$ cat src/verilog/riscv_isa_pkg.sv
package riscv_isa_pkg;

    localparam int xlen = 32;       // data and address width
    localparam int reg_addr_w = 5;  // register index width

    typedef enum logic [6:0] {
        op_rtype   = 7'b0110011,
        op_itypel  = 7'b0000011,  // loads
        op_ityper  = 7'b0010011,  // alu immediate
        op_itypeiw = 7'b0011011,
        op_stype   = 7'b0100011,
        op_utype   = 7'b0110111,  // lui
        op_rtypew  = 7'b0111011,
        op_sbtype  = 7'b1100011,
        op_itypej  = 7'b1100111,  // jalr
        op_jtype   = 7'b1101111,  // jal
        op_auipc   = 7'b0010111
    } opcode_t;

    // code is {bit30, funct3}
    typedef enum logic [3:0] {
        alu_add = 4'b0000,
        alu_sub = 4'b1000,
        alu_sll = 4'b0001,
        alu_slt = 4'b0010,
        alu_xor = 4'b0100,
        alu_srl = 4'b0101,
        alu_sra = 4'b1101,
        alu_or  = 4'b0110,
        alu_and = 4'b0111,
        alu_lui = 4'b0011,
        alu_nop = 4'b1111
    } aluop_t;

    typedef struct packed {
        logic [6:0]            funct7;
        logic [reg_addr_w-1:0] rs2;
        logic [reg_addr_w-1:0] rs1;
        logic [2:0]            funct3;
        logic [reg_addr_w-1:0] rd;
        opcode_t               opcode;
    } r_fmt_t;

    typedef struct packed {
        logic [11:0]           imm;
        logic [reg_addr_w-1:0] rs1;
        logic [2:0]            funct3;
        logic [reg_addr_w-1:0] rd;
        opcode_t               opcode;
    } i_fmt_t;

    typedef struct packed {
        logic [6:0]            imm_11_5;
        logic [reg_addr_w-1:0] rs2;
        logic [reg_addr_w-1:0] rs1;
        logic [2:0]            funct3;
        logic [4:0]            imm_4_0;
        opcode_t               opcode;
    } s_fmt_t;

    typedef struct packed {
        logic                  imm_12;
        logic [5:0]            imm_10_5;
        logic [reg_addr_w-1:0] rs2;
        logic [reg_addr_w-1:0] rs1;
        logic [2:0]            funct3;
        logic [3:0]            imm_4_1;
        logic                  imm_11;
        opcode_t               opcode;
    } b_fmt_t;

    typedef struct packed {
        logic [19:0]           imm_31_12;
        logic [reg_addr_w-1:0] rd;
        opcode_t               opcode;
    } u_fmt_t;

    typedef struct packed {
        logic                  imm_20;
        logic [9:0]            imm_10_1;
        logic                  imm_11;
        logic [7:0]            imm_19_12;
        logic [reg_addr_w-1:0] rd;
        opcode_t               opcode;
    } j_fmt_t;

    typedef union packed {
        r_fmt_t r;
        i_fmt_t i;
        s_fmt_t s;
        b_fmt_t b;
        u_fmt_t u;
        j_fmt_t j;
    } instr_u;

endpackage

$ cat src/verilog/pipe_pkg.sv
package pipe_pkg;

    localparam logic [1:0] dw_byte = 2'b00;
    localparam logic [1:0] dw_half = 2'b01;
    localparam logic [1:0] dw_word = 2'b10;

    localparam logic [1:0] jmp_none = 2'b00;
    localparam logic [1:0] jmp_jal  = 2'b01;
    localparam logic [1:0] jmp_jalr = 2'b10;

    localparam logic [2:0] br_none = 3'b000;
    localparam logic [2:0] br_eq   = 3'b100;
    localparam logic [2:0] br_ne   = 3'b101;
    localparam logic [2:0] br_lt   = 3'b110;
    localparam logic [2:0] br_ge   = 3'b111;

    typedef struct packed {
        logic [1:0]            datawidth;
        logic [1:0]            jump;
        logic [2:0]            branch;
        logic                  memread;
        logic                  mem_to_reg;
        riscv_isa_pkg::aluop_t aluop;
        logic                  mem_write;
        logic                  alusrc;
        logic                  regwrite;
        logic                  auipc;
    } ctrl_t;

    typedef struct packed {
        logic                             valid;
        logic [31:0]                      instr;
        logic [riscv_isa_pkg::xlen-1:0]   pc;
        logic [riscv_isa_pkg::xlen-1:0]   rs1_val;
        logic [riscv_isa_pkg::xlen-1:0]   rs2_val;
    } issue_t;

    typedef struct packed {
        logic                                 valid;
        ctrl_t                                ctrl;
        logic [riscv_isa_pkg::reg_addr_w-1:0] rd;
        logic [riscv_isa_pkg::xlen-1:0]       pc;
        logic [riscv_isa_pkg::xlen-1:0]       rs1_val;
        logic [riscv_isa_pkg::xlen-1:0]       rs2_val;
        logic [riscv_isa_pkg::xlen-1:0]       imm;
    } dec_t;

    typedef struct packed {
        logic                                 valid;
        ctrl_t                                ctrl;
        logic [riscv_isa_pkg::reg_addr_w-1:0] rd;
        logic [riscv_isa_pkg::xlen-1:0]       pc;
        logic [riscv_isa_pkg::xlen-1:0]       alu_res;
        logic [riscv_isa_pkg::xlen-1:0]       store_data;
        logic [riscv_isa_pkg::xlen-1:0]       imm;
        logic [riscv_isa_pkg::xlen-1:0]       rs1_val;
        logic                                 taken;
    } ex_t;

    typedef struct packed {
        logic                                 valid;
        logic [riscv_isa_pkg::reg_addr_w-1:0] rd;
        logic                                 rd_write;
        logic [riscv_isa_pkg::xlen-1:0]       rd_value;
        logic                                 mem_read;
        logic                                 mem_write;
        logic [1:0]                           mem_width;
        logic [riscv_isa_pkg::xlen-1:0]       mem_addr;
        logic [riscv_isa_pkg::xlen-1:0]       store_data;
        logic                                 redirect;
        logic [riscv_isa_pkg::xlen-1:0]       next_pc;
    } result_t;

endpackage

$ cat src/verilog/control_unit.sv
`timescale 1ns/1ns

module control_unit (
    input  riscv_isa_pkg::opcode_t opcode,
    input  logic [2:0]             funct3,
    input  logic                   bit30,
    output pipe_pkg::ctrl_t        ctrl
);
    import riscv_isa_pkg::*;
    import pipe_pkg::*;

    always_comb begin
        // idle defaults, overridden per opcode below
        ctrl.datawidth  = dw_byte;
        ctrl.jump       = jmp_none;
        ctrl.branch     = br_none;
        ctrl.memread    = 1'b0;
        ctrl.mem_to_reg = 1'b0;
        ctrl.aluop      = alu_nop;
        ctrl.mem_write  = 1'b0;
        ctrl.alusrc     = 1'b0;
        ctrl.regwrite   = 1'b0;
        ctrl.auipc      = 1'b0;

        case (opcode)
            op_rtype, op_rtypew: begin
                ctrl.regwrite = 1'b1;
                if (funct3 == 3'b011) begin
                    ctrl.aluop = alu_nop;  // sltu not supported
                end else begin
                    ctrl.aluop = aluop_t'({bit30, funct3});
                end
            end
            op_itypel: begin
                ctrl.memread    = 1'b1;
                ctrl.mem_to_reg = 1'b1;
                ctrl.aluop      = alu_add;
                ctrl.alusrc     = 1'b1;
                ctrl.regwrite   = 1'b1;
                case (funct3)
                    3'b000:  ctrl.datawidth = dw_byte;
                    3'b001:  ctrl.datawidth = dw_half;
                    default: ctrl.datawidth = dw_word;
                endcase
            end
            op_ityper, op_itypeiw: begin
                ctrl.alusrc   = 1'b1;
                ctrl.regwrite = 1'b1;
                case (funct3)
                    3'b000:  ctrl.aluop = alu_add;
                    3'b001:  ctrl.aluop = alu_sll;
                    3'b010:  ctrl.aluop = (opcode == op_ityper) ? alu_slt : alu_nop;
                    3'b100:  ctrl.aluop = (opcode == op_ityper) ? alu_xor : alu_nop;
                    3'b101:  ctrl.aluop = bit30 ? alu_sra : alu_srl;
                    3'b110:  ctrl.aluop = (opcode == op_ityper) ? alu_or : alu_nop;
                    3'b111:  ctrl.aluop = (opcode == op_ityper) ? alu_and : alu_nop;
                    default: ctrl.aluop = alu_nop;  // sltiu
                endcase
            end
            op_stype: begin
                ctrl.mem_write = 1'b1;
                ctrl.aluop     = alu_add;
                ctrl.alusrc    = 1'b1;
                case (funct3)
                    3'b000:  ctrl.datawidth = dw_byte;
                    3'b001:  ctrl.datawidth = dw_half;
                    default: ctrl.datawidth = dw_word;
                endcase
            end
            op_utype: begin
                ctrl.alusrc   = 1'b1;
                ctrl.aluop    = alu_lui;
                ctrl.regwrite = 1'b1;
            end
            op_sbtype: begin
                ctrl.aluop = alu_sub;
                case (funct3)
                    3'b000:  ctrl.branch = br_eq;
                    3'b001:  ctrl.branch = br_ne;
                    3'b100:  ctrl.branch = br_lt;
                    3'b101:  ctrl.branch = br_ge;
                    default: ctrl.branch = br_none;  // unsigned compares dropped
                endcase
            end
            op_itypej: begin
                ctrl.jump     = jmp_jalr;
                ctrl.alusrc   = 1'b1;
                ctrl.aluop    = alu_add;
                ctrl.regwrite = 1'b1;
            end
            op_jtype: begin
                ctrl.jump     = jmp_jal;
                ctrl.regwrite = 1'b1;
            end
            op_auipc: begin
                ctrl.alusrc   = 1'b1;
                ctrl.aluop    = alu_add;
                ctrl.regwrite = 1'b1;
                ctrl.auipc    = 1'b1;
            end
            default: begin
                ctrl.aluop = alu_nop;
            end
        endcase
    end

endmodule

$ cat src/verilog/decode_stage.sv
`timescale 1ns/1ns

module decode_stage (
    input  logic             clk,
    input  logic             rst_n,
    input  pipe_pkg::issue_t issue,
    output pipe_pkg::dec_t   dec
);
    import riscv_isa_pkg::*;
    import pipe_pkg::*;

    instr_u           iw;
    ctrl_t            ctrl;
    logic [xlen-1:0]  imm;
    logic             is_shift;

    assign iw = issue.instr;

    control_unit u_ctrl (
        .opcode (iw.r.opcode),
        .funct3 (iw.r.funct3),
        .bit30  (iw.r.funct7[5]),
        .ctrl   (ctrl)
    );

    assign is_shift = (iw.i.funct3 == 3'b001) || (iw.i.funct3 == 3'b101);

    always_comb begin
        case (iw.r.opcode)
            op_itypel, op_itypej: imm = {{(xlen-12){iw.i.imm[11]}}, iw.i.imm};
            op_ityper, op_itypeiw: begin
                if (is_shift) begin
                    imm = {{(xlen-5){1'b0}}, iw.i.imm[4:0]};  // shamt only
                end else begin
                    imm = {{(xlen-12){iw.i.imm[11]}}, iw.i.imm};
                end
            end
            op_stype: imm = {{(xlen-12){iw.s.imm_11_5[6]}}, iw.s.imm_11_5, iw.s.imm_4_0};
            op_sbtype: imm = {{(xlen-12){iw.b.imm_12}}, iw.b.imm_11, iw.b.imm_10_5,
                              iw.b.imm_4_1, 1'b0};
            op_utype, op_auipc: imm = {iw.u.imm_31_12, 12'b0};
            op_jtype: imm = {{(xlen-20){iw.j.imm_20}}, iw.j.imm_19_12, iw.j.imm_11,
                             iw.j.imm_10_1, 1'b0};
            default: imm = '0;
        endcase
    end

    always_ff @(posedge clk) begin
        dec.valid   <= issue.valid;
        dec.ctrl    <= ctrl;
        dec.rd      <= iw.r.rd;
        dec.pc      <= issue.pc;
        dec.rs1_val <= issue.rs1_val;
        dec.rs2_val <= issue.rs2_val;
        dec.imm     <= imm;
        if (!rst_n) begin
            dec.valid <= 1'b0;
        end
    end

    a_ctrl_known: assert property (@(posedge clk) disable iff (!rst_n)
        dec.valid |-> !$isunknown(dec.ctrl));

endmodule

$ cat src/verilog/execute_stage.sv
`timescale 1ns/1ns

module execute_stage (
    input  logic           clk,
    input  logic           rst_n,
    input  pipe_pkg::dec_t dec,
    output pipe_pkg::ex_t  ex
);
    import riscv_isa_pkg::*;
    import pipe_pkg::*;

    logic [xlen-1:0] op_a;
    logic [xlen-1:0] op_b;
    logic [xlen-1:0] alu_res;
    logic [4:0]      shamt;
    logic            taken;

    assign op_a  = dec.ctrl.auipc ? dec.pc : dec.rs1_val;
    assign op_b  = dec.ctrl.alusrc ? dec.imm : dec.rs2_val;
    assign shamt = op_b[4:0];

    always_comb begin
        case (dec.ctrl.aluop)
            alu_add: alu_res = op_a + op_b;
            alu_sub: alu_res = op_a - op_b;
            alu_sll: alu_res = op_a << shamt;
            alu_slt: alu_res = {{(xlen-1){1'b0}}, $signed(op_a) < $signed(op_b)};
            alu_xor: alu_res = op_a ^ op_b;
            alu_srl: alu_res = op_a >> shamt;
            alu_sra: alu_res = $unsigned($signed(op_a) >>> shamt);
            alu_or:  alu_res = op_a | op_b;
            alu_and: alu_res = op_a & op_b;
            alu_lui: alu_res = op_b;
            default: alu_res = '0;  // nop and unused codes
        endcase
    end

    // compares the raw register operands, not the alu inputs
    always_comb begin
        case (dec.ctrl.branch)
            br_eq:   taken = (dec.rs1_val == dec.rs2_val);
            br_ne:   taken = (dec.rs1_val != dec.rs2_val);
            br_lt:   taken = ($signed(dec.rs1_val) < $signed(dec.rs2_val));
            br_ge:   taken = ($signed(dec.rs1_val) >= $signed(dec.rs2_val));
            default: taken = 1'b0;
        endcase
    end

    always_ff @(posedge clk) begin
        ex.valid      <= dec.valid;
        ex.ctrl       <= dec.ctrl;
        ex.rd         <= dec.rd;
        ex.pc         <= dec.pc;
        ex.alu_res    <= alu_res;
        ex.store_data <= dec.rs2_val;
        ex.imm        <= dec.imm;
        ex.rs1_val    <= dec.rs1_val;
        ex.taken      <= taken;
        if (!rst_n) begin
            ex.valid <= 1'b0;
        end
    end

    a_jump_xor_branch: assert property (@(posedge clk) disable iff (!rst_n)
        dec.valid |-> !((dec.ctrl.jump != jmp_none) && (dec.ctrl.branch != br_none)));

endmodule

$ cat src/verilog/result_stage.sv
`timescale 1ns/1ns

module result_stage (
    input  logic              clk,
    input  logic              rst_n,
    input  pipe_pkg::ex_t     ex,
    output pipe_pkg::result_t result
);
    import riscv_isa_pkg::*;
    import pipe_pkg::*;

    logic [xlen-1:0] pc_plus4;
    logic [xlen-1:0] pc_target;
    logic [xlen-1:0] jalr_target;
    logic [xlen-1:0] next_pc;
    logic            is_jump;

    assign pc_plus4    = ex.pc + 32'd4;
    assign pc_target   = ex.pc + ex.imm;
    assign jalr_target = (ex.rs1_val + ex.imm) & ~32'd1;
    assign is_jump     = (ex.ctrl.jump != jmp_none);

    always_comb begin
        if (ex.ctrl.jump == jmp_jalr) begin
            next_pc = jalr_target;
        end else if (ex.ctrl.jump == jmp_jal || ex.taken) begin
            next_pc = pc_target;
        end else begin
            next_pc = pc_plus4;
        end
    end

    always_ff @(posedge clk) begin
        result.valid      <= ex.valid;
        result.rd         <= ex.rd;
        result.rd_write   <= ex.valid && ex.ctrl.regwrite && (ex.rd != '0);
        result.rd_value   <= is_jump ? pc_plus4 : ex.alu_res;  // link address
        result.mem_read   <= ex.valid && ex.ctrl.memread;
        result.mem_write  <= ex.valid && ex.ctrl.mem_write;
        result.mem_width  <= ex.ctrl.datawidth;
        result.mem_addr   <= ex.alu_res;
        result.store_data <= ex.store_data;
        result.redirect   <= ex.valid && (is_jump || ex.taken);
        result.next_pc    <= next_pc;
        if (!rst_n) begin
            result.valid     <= 1'b0;
            result.rd_write  <= 1'b0;
            result.mem_read  <= 1'b0;
            result.mem_write <= 1'b0;
            result.redirect  <= 1'b0;
        end
    end

    a_pc_aligned: assert property (@(posedge clk) disable iff (!rst_n)
        result.valid |-> !result.next_pc[0]);

endmodule

$ cat src/verilog/exec_core.sv
`timescale 1ns/1ns

module exec_core (
    input  logic              clk,
    input  logic              rst_n,
    input  pipe_pkg::issue_t  issue,
    output pipe_pkg::result_t result
);
    import pipe_pkg::*;

    dec_t dec_w;  // decode to execute
    ex_t  ex_w;   // execute to result

    decode_stage u_decode (
        .clk   (clk),
        .rst_n (rst_n),
        .issue (issue),
        .dec   (dec_w)
    );

    execute_stage u_execute (
        .clk   (clk),
        .rst_n (rst_n),
        .dec   (dec_w),
        .ex    (ex_w)
    );

    result_stage u_result (
        .clk    (clk),
        .rst_n  (rst_n),
        .ex     (ex_w),
        .result (result)
    );

endmodule

$ cat config.mk
export PLATFORM = sky130hd
export DESIGN_NAME = exec_core
export DESIGN_NICKNAME = d
export VERILOG_FILES = /design/src/verilog/riscv_isa_pkg.sv /design/src/verilog/pipe_pkg.sv /design/src/verilog/control_unit.sv /design/src/verilog/decode_stage.sv /design/src/verilog/execute_stage.sv /design/src/verilog/result_stage.sv /design/src/verilog/exec_core.sv
export SDC_FILE = /design/constraint.sdc
export NUM_CORES = 1
export LEC_CHECK = 0
export BUFFER_PORTS_ARGS = -buffer_cell sky130_fd_sc_hd__buf_4
export CAP_MARGIN = 20
export CORE_MARGIN = 1.5
export CORE_UTILIZATION = 40
export DETAILED_ROUTE_END_ITERATION = 10
export SYNTH_ARGS = -nofsm -noshare
export SYNTH_HDL_FRONTEND = slang
export SYNTH_SLANG_ARGS = --single-unit
$ cat constraint.sdc
create_clock -name clk -period 8.51 [get_ports clk]
set_clock_uncertainty 0.05 [all_clocks]
set_input_delay 2.1275 -clock clk [delete_from_list [all_inputs] [get_ports clk]]
set_output_delay 2.1275 -clock clk [all_outputs]
set_load 0.01 [all_outputs]
## Word level (Yosys, flattened, before mapping)

Index checks and enable logic that the tools add are counted.

| storage, ports and cells | value |
|---|---|
| word-level logic and storage cells | 134 |
| bits of input ports | 131 |
| register bits | 464 |

| operators by class | value |
|---|---|
| shifts and indexed selects | 3 |
| reductions and logical operators | 20 |
| bitwise logic cells | 3 |
| equal/unequal tests | 35 |
| add/sub/neg operators | 5 |
| magnitude comparators | 3 |
| multiplexer cells | 25 |

Operators by type and width:

| operator | count |
|---|---|
| one-hot mux 32 bit (10 select lines) | 1 |
| two-way mux 32 bit | 6 |
| one-hot mux 32 bit (6 select lines) | 1 |
| adder 32 bit | 3 |
| less-than comparator 32 bit | 2 |
| adder 32 x 3 -> 32 bit (second input constant) | 1 |
| bitwise AND 32 bit | 1 |
| equality test 32 bit | 1 |
| greater-or-equal comparator 32 bit | 1 |
| != test 32 bit | 1 |
| bitwise OR 32 bit | 1 |
| << shifter 32 x 5 -> 32 bit | 1 |
| right shift 32 x 5 -> 32 bit | 1 |
| >>> shifter 32 x 5 -> 32 bit | 1 |
| subtractor 32 bit | 1 |
| bitwise XOR 32 bit | 1 |
| equality test 7 x 6 -> 1 bit (second input constant) | 4 |
| one-hot mux 4 bit (7 select lines) | 1 |
| equality test 3 bit (second input constant) | 8 |
| two-way mux 4 bit | 6 |
| equality test 7 x 5 -> 1 bit (second input constant) | 3 |
| equality test 7 bit (second input constant) | 3 |
| one-hot mux 4 bit (5 select lines) | 1 |
| equality test 4 x 3 -> 1 bit (second input constant) | 4 |
| 23 further kinds | 40 |

## Longest topological paths before layout

| logic depth | value |
|---|---|
| depth after elaboration | 4 |
| gate-level depth with buffers | 18 |
| depth with buffers taken out | 15 |

## By module

A second synthesis with hierarchy kept.

| unflattened totals | value |
|---|---|
| cells, all modules | 2917 |
| area total of the unflattened synthesis | 25519.5 um^2 |

Modules (own cells, without submodules):

| module | cells an instance | area each (um^2) | instances | sequential area each (um^2) |
|---|---|---|---|---|
| execute_stage | 1796 | 14167.3 | 1 | 3683.5 |
| result_stage | 840 | 7422.1 | 1 | 2802.7 |
| decode_stage | 217 | 3539.6 | 1 | 3022.9 |
| control_unit | 64 | 390.4 | 1 | 0.0 |

## Worst setup path before layout

No wires, ideal clock.

| timing path | value |
|---|---|
| path type | in2reg |
| start point | input issue[101] (netlist bit) |
| end point | register, netlist name u_decode.dec[21] |
| stages | 7 |
| slack | 4.494 ns |
| arrival time | 3.908 ns |
| path buffers | 2 |
| data required time | 8.402 ns |
| library setup time | 0.058 ns |
| cell sequence | clkbuf_1 > nor2b_1 > nor3b_1 > or3_1 > and2_1 > clkbuf_1 > a21o_1 |

| on the way | value |
|---|---|
| longest elaborated chain between the ends | 3 |

RTL lines:

| what | line | RTL |
|---|---|---|
| from (decl) | exec_core.sv:6 | `input pipe_pkg::issue_t issue,` |
| equality test 7 x 6 -> 1 bit (tied with other cells) | decode_stage.sv:29 | `case (iw.r.opcode)` |
| OR reduction 2 bit | decode_stage.sv:29 |  |
| one-hot mux 32 bit (6 select lines) * | decode_stage.sv:29 |  |
| net u_decode.imm[21] | decode_stage.sv:14 | `logic [xlen-1:0] imm;` |

Mark *: on every way through the listed nets, which the timed path passes. The rest lies on a longest branch.
A chain may end at the register's enable or synchronous reset.

## Final worst setup path

| timing path | value |
|---|---|
| start point | register, netlist name u_decode.dec[135] |
| end point | register, netlist name u_execute.ex[127] |

| on the way | value |
|---|---|
| longest elaborated chain between the ends | 3 |

RTL lines:

| what | line | RTL |
|---|---|---|
| two-way mux 32 bit * | execute_stage.sv:19 | `assign op_b = dec.ctrl.alusrc ? dec.imm : dec.rs2_val;` |
| subtractor 32 bit (tied with other cells) | execute_stage.sv:25 | `alu_sub: alu_res = op_a - op_b;` |
| one-hot mux 32 bit (10 select lines) * | execute_stage.sv:23 | `case (dec.ctrl.aluop)` |
| net u_execute.alu_res[30] | execute_stage.sv:14 | `logic [xlen-1:0] alu_res;` |

Marked as above.

==> impl_metrics.csv <==
group,metric,value,unit
cts,holdBufCountCts,0,
setup_path,crit_arrival,5.94,ns
floorplan,dieArea,0.0632,mm^2
run,maxCapViolCount,0,
pwr,irDropWorstVdd,156,uV
sta,finalHoldViolations,0,
floorplan,rows,90,
cts,htree_levels,2,
global_route,grt_overflow,0,
global_route,grt_first_pass_wirelength,149000,um
floorplan,num_io_pins,271,
cts,path_clk_slew,0.07,ns
cts,cts.sinks,464,
final_layout,fin_util,47.9,%
synthesis,yosys_register_bits,464,
setup_path,end_kind,"flip-flop",
cts,cts_resized,0,
synthesis,yosysTopAreaCell,"dfxtp_1",
sta,setup_viol,0,
detailed_routing,drc,0,
synthesis,ys_types,83,
final_layout,fin_nets,3439,
synthesis,synthArstFlopShare,0,%
final_layout,stdcell_count,3930,
global_route,antenna_found_initial,1,
floorplan,start_util,40.6,%
pwr,finalPower,5.76,mW
setup_path,start_kind,"flip-flop",
pwr,p_leak,13.0,nW
placed_design,gp_congestion,1.01,
detailed_routing,wire_per_inst,26.5,um
cts,post_cts_buffers,0,
synthesis,synth.area.top_cells,"dfxtp_1 (38%), ha_1 (9.8%), a21oi_1 (5.3%)",
synthesis,ys.flop_type,"dfxtp_1",
final_layout,fillerInstances,5891,
detailed_routing,drt_iter0_markers,2371,
sta,maxSlewViolCount,0,
pwr,clock_power_share,40.0,%
global_route,grt_pass1_vias,22311,
pwr,p_per_area,198,mW/mm^2
sta,finalCriticalPeriod,5.48,ns
placed_design,place.detailed.hpwl,82300,um
global_route,grt_use_total,31.8,%
floorplan,die_y,251,um
final_layout,seq_area,0.00929,mm^2
sta,rsz0062_at_grt,"no",
pwr,p_sw,1.69,mW
cts,cts_tree,"yes",
setup_path,crit_type,"reg2reg",
detailed_routing,first_pass_iters,8,
synthesis,syn-mean-instance-area,8.47,um^2
pwr,intPower,4.07,mW
final_layout,synthToLayoutAreaGrowth,17.8,%
final_layout,multiInputGateArea,0.0142,mm^2
floorplan,die_w,251,um
synthesis,synthCells,2912,
pwr,p_seq_share,41.3,%
worst_hold_path,hold_class,"reg2reg",
floorplan,core_area,0.0607,mm^2
detailed_routing,drtAntennaViolNets,0,
cts,cts-root-buf,"clkbuf_16",
sta,tightestPinTransition,1.12,ns
run_status,status,"completed",
sta,post-route-period-util,64.4,%
detailed_routing,viasPerCell,5.98,
placed_design,port_buffers,270,
synthesis,yosysWarnings,0,
synthesis,yosysTopAreaCellShare,37.7,%
cts,clock_latency,0.59,ns
sta,fmax,0.182,GHz
cts,ctsLongestPathBuffers,3,
sta,max-slew-margin-rel,23.4,%
detailed_routing,vias,23484,
sta,final.setup.tns,0,ns
placed_design,placed_cells,3843,
synthesis,ys_seq_area_share,37.7,%
pwr,combPwrFrac,18.7,%
detailed_routing,totalWireLength,104000,um
pwr,netSwitchingFraction,29.3,%
cts,cts_buffers,48,
final_layout,drive_gt1_share,13.9,%
synthesis,synth-edff-count,0,
global_route,grt_max_degree,79,
synthesis,syn_area,0.0247,mm^2
setup_path,crit_fanout,56,
synthesis,syn_nets,3240,
setup_path,cp.required,8.97,ns
worst paths after layout:
check / start / endpoint / slack [ns] / depth (start not counted)
hold / removal: u_decode.dec[146]$_DFF_P_ / u_execute.ex[179]$_DFF_P_ / 0.27 / 0
setup / recovery: u_decode.dec[135]$_DFF_P_ / u_execute.ex[127]$_DFF_P_ / 3.03 / 16
setup reg to reg: u_decode.dec[135]$_DFF_P_ / u_execute.ex[127]$_DFF_P_ / 3.03 / 16
hold reg to reg: u_decode.dec[146]$_DFF_P_ / u_execute.ex[179]$_DFF_P_ / 0.27 / 0
worst max-delay path: stages (launching register included):
cell and delay [ns]:
dfxtp_2 0.31, buf_4 0.52, mux2i_4 0.32, buf_4 0.50, inv_4 0.39, ha_1 0.35
fa_1 0.47, o21bai_1 0.23, a21oi_1 0.17, o21ai_0 0.42, a21oi_1 0.20, nand2b_1 0.33
o221ai_1 0.37, o2111ai_1 0.16, a21o_1 0.23, a21o_1 0.18, a32oi_1 0.17
Yosys cell counts, drive strengths merged, types with 31 or more instances:
library cell	instances
dfxtp	464
nand2	268
a21oi	263
nor2	252
o21ai	229
ha	193
inv	155
mux2i	105
clkbuf	104
a21o	90
a211oi	60
xnor2	55
xor2	53
buf	52
nand3	52
nor3	47
o211ai	45
a31oi	31
state kept, by name, summed over array words and instances, names as in the netlist:
signal           count
u_result.result    140
u_execute.ex       174
u_decode.dec       150
layer usage:
metal,vias up,track usage [%],share of wire [%],routed length [um]
met2,1142,49.2,43,44700
met4,0,12.4,4.2,4410
met5,-,0,0,0
li1,10773,-,-,-
met3,188,4.36,7.5,7770
met1,11381,44.7,45,47200
kinds of logic after synthesis:
kind of cell | after synthesis | share of synthesized area, %
AND/OR/NAND/NOR | 783 | 14.3
AO/OA/AOI/OAI | 927 | 23.8
buffers and inverters | 311 | 5.07
XOR/XNOR | 108 | 3.84
flip-flops | 464 | 37.7
multiplexers | 122 | 5.27
adder cells (fa/ha/maj) | 197 | 10.1
power groups by stage:
stage / Combinational [mW] / Clock (mW) / Sequential [mW]
after global placement: 1.04 / 0 / 2.43
after floorplan: 0.632 / 0 / 2.40
final: 1.08 / 2.30 / 2.38
after detailed placement: 1.04 / 0 / 2.43
after global routing: 1.15 / 2.42 / 2.39
after CTS: 1.05 / 2.33 / 2.38
cells in the final DEF, fill, tap and decap left out, types with 8 or more instances in the layout:
cell type	instances
buf_4	304
xnor2_1	55
inv_1	152
nor2b_1	23
nand3b_1	8
mux2_2	17
dfxtp_1	461
nand3_1	52
bufinv_16	8
nor3_1	46
a21oi_1	262
nor4_1	11
o22ai_1	24
o21a_1	16
and3_1	15
o21ai_0	219
a31oi_1	31
o21bai_1	26
o221ai_1	15
a22oi_1	11
o31ai_1	11
a22o_1	8
or3_1	10
mux2i_1	98
a221oi_1	14
nand4_1	30
nor2_1	250
o211ai_1	45
a21o_1	90
ha_1	193
a211oi_1	59
and2_1	24
clkbuf_16	50
o21ai_1	10
xor2_1	53
nand2b_1	24
nand2_1	268
cell type report:
cell class                      count  share of cell area [%]
Clock inverter                     22                    1.28
Timing Repair Buffer              305                    7.89
Clock buffer                       64                    4.73
Inverter                          155                    2.03
Multi-Input combinational cell   2137                    48.7
Antenna cell                        1                 0.00861
Sequential cell                   464                    32.0
Tap cell                          782                    3.37
stage by stage:
stage | hold WS (ns) | instance area [um^2] | setup WS [ns]
2_1_floorplan | 0.260 | 24700 | 4.49
3_5_place_dp | 0.262 | 27300 | 3.16
3_3_place_gp | 0.260 | 27300 | 3.17
4_1_cts | 0.260 | 29100 | 3.15
6_report | 0.268 | 29100 | 3.03
5_1_grt | 0.273 | 29100 | 2.74
Note: power is estimated with default switching activity, not from simulation.
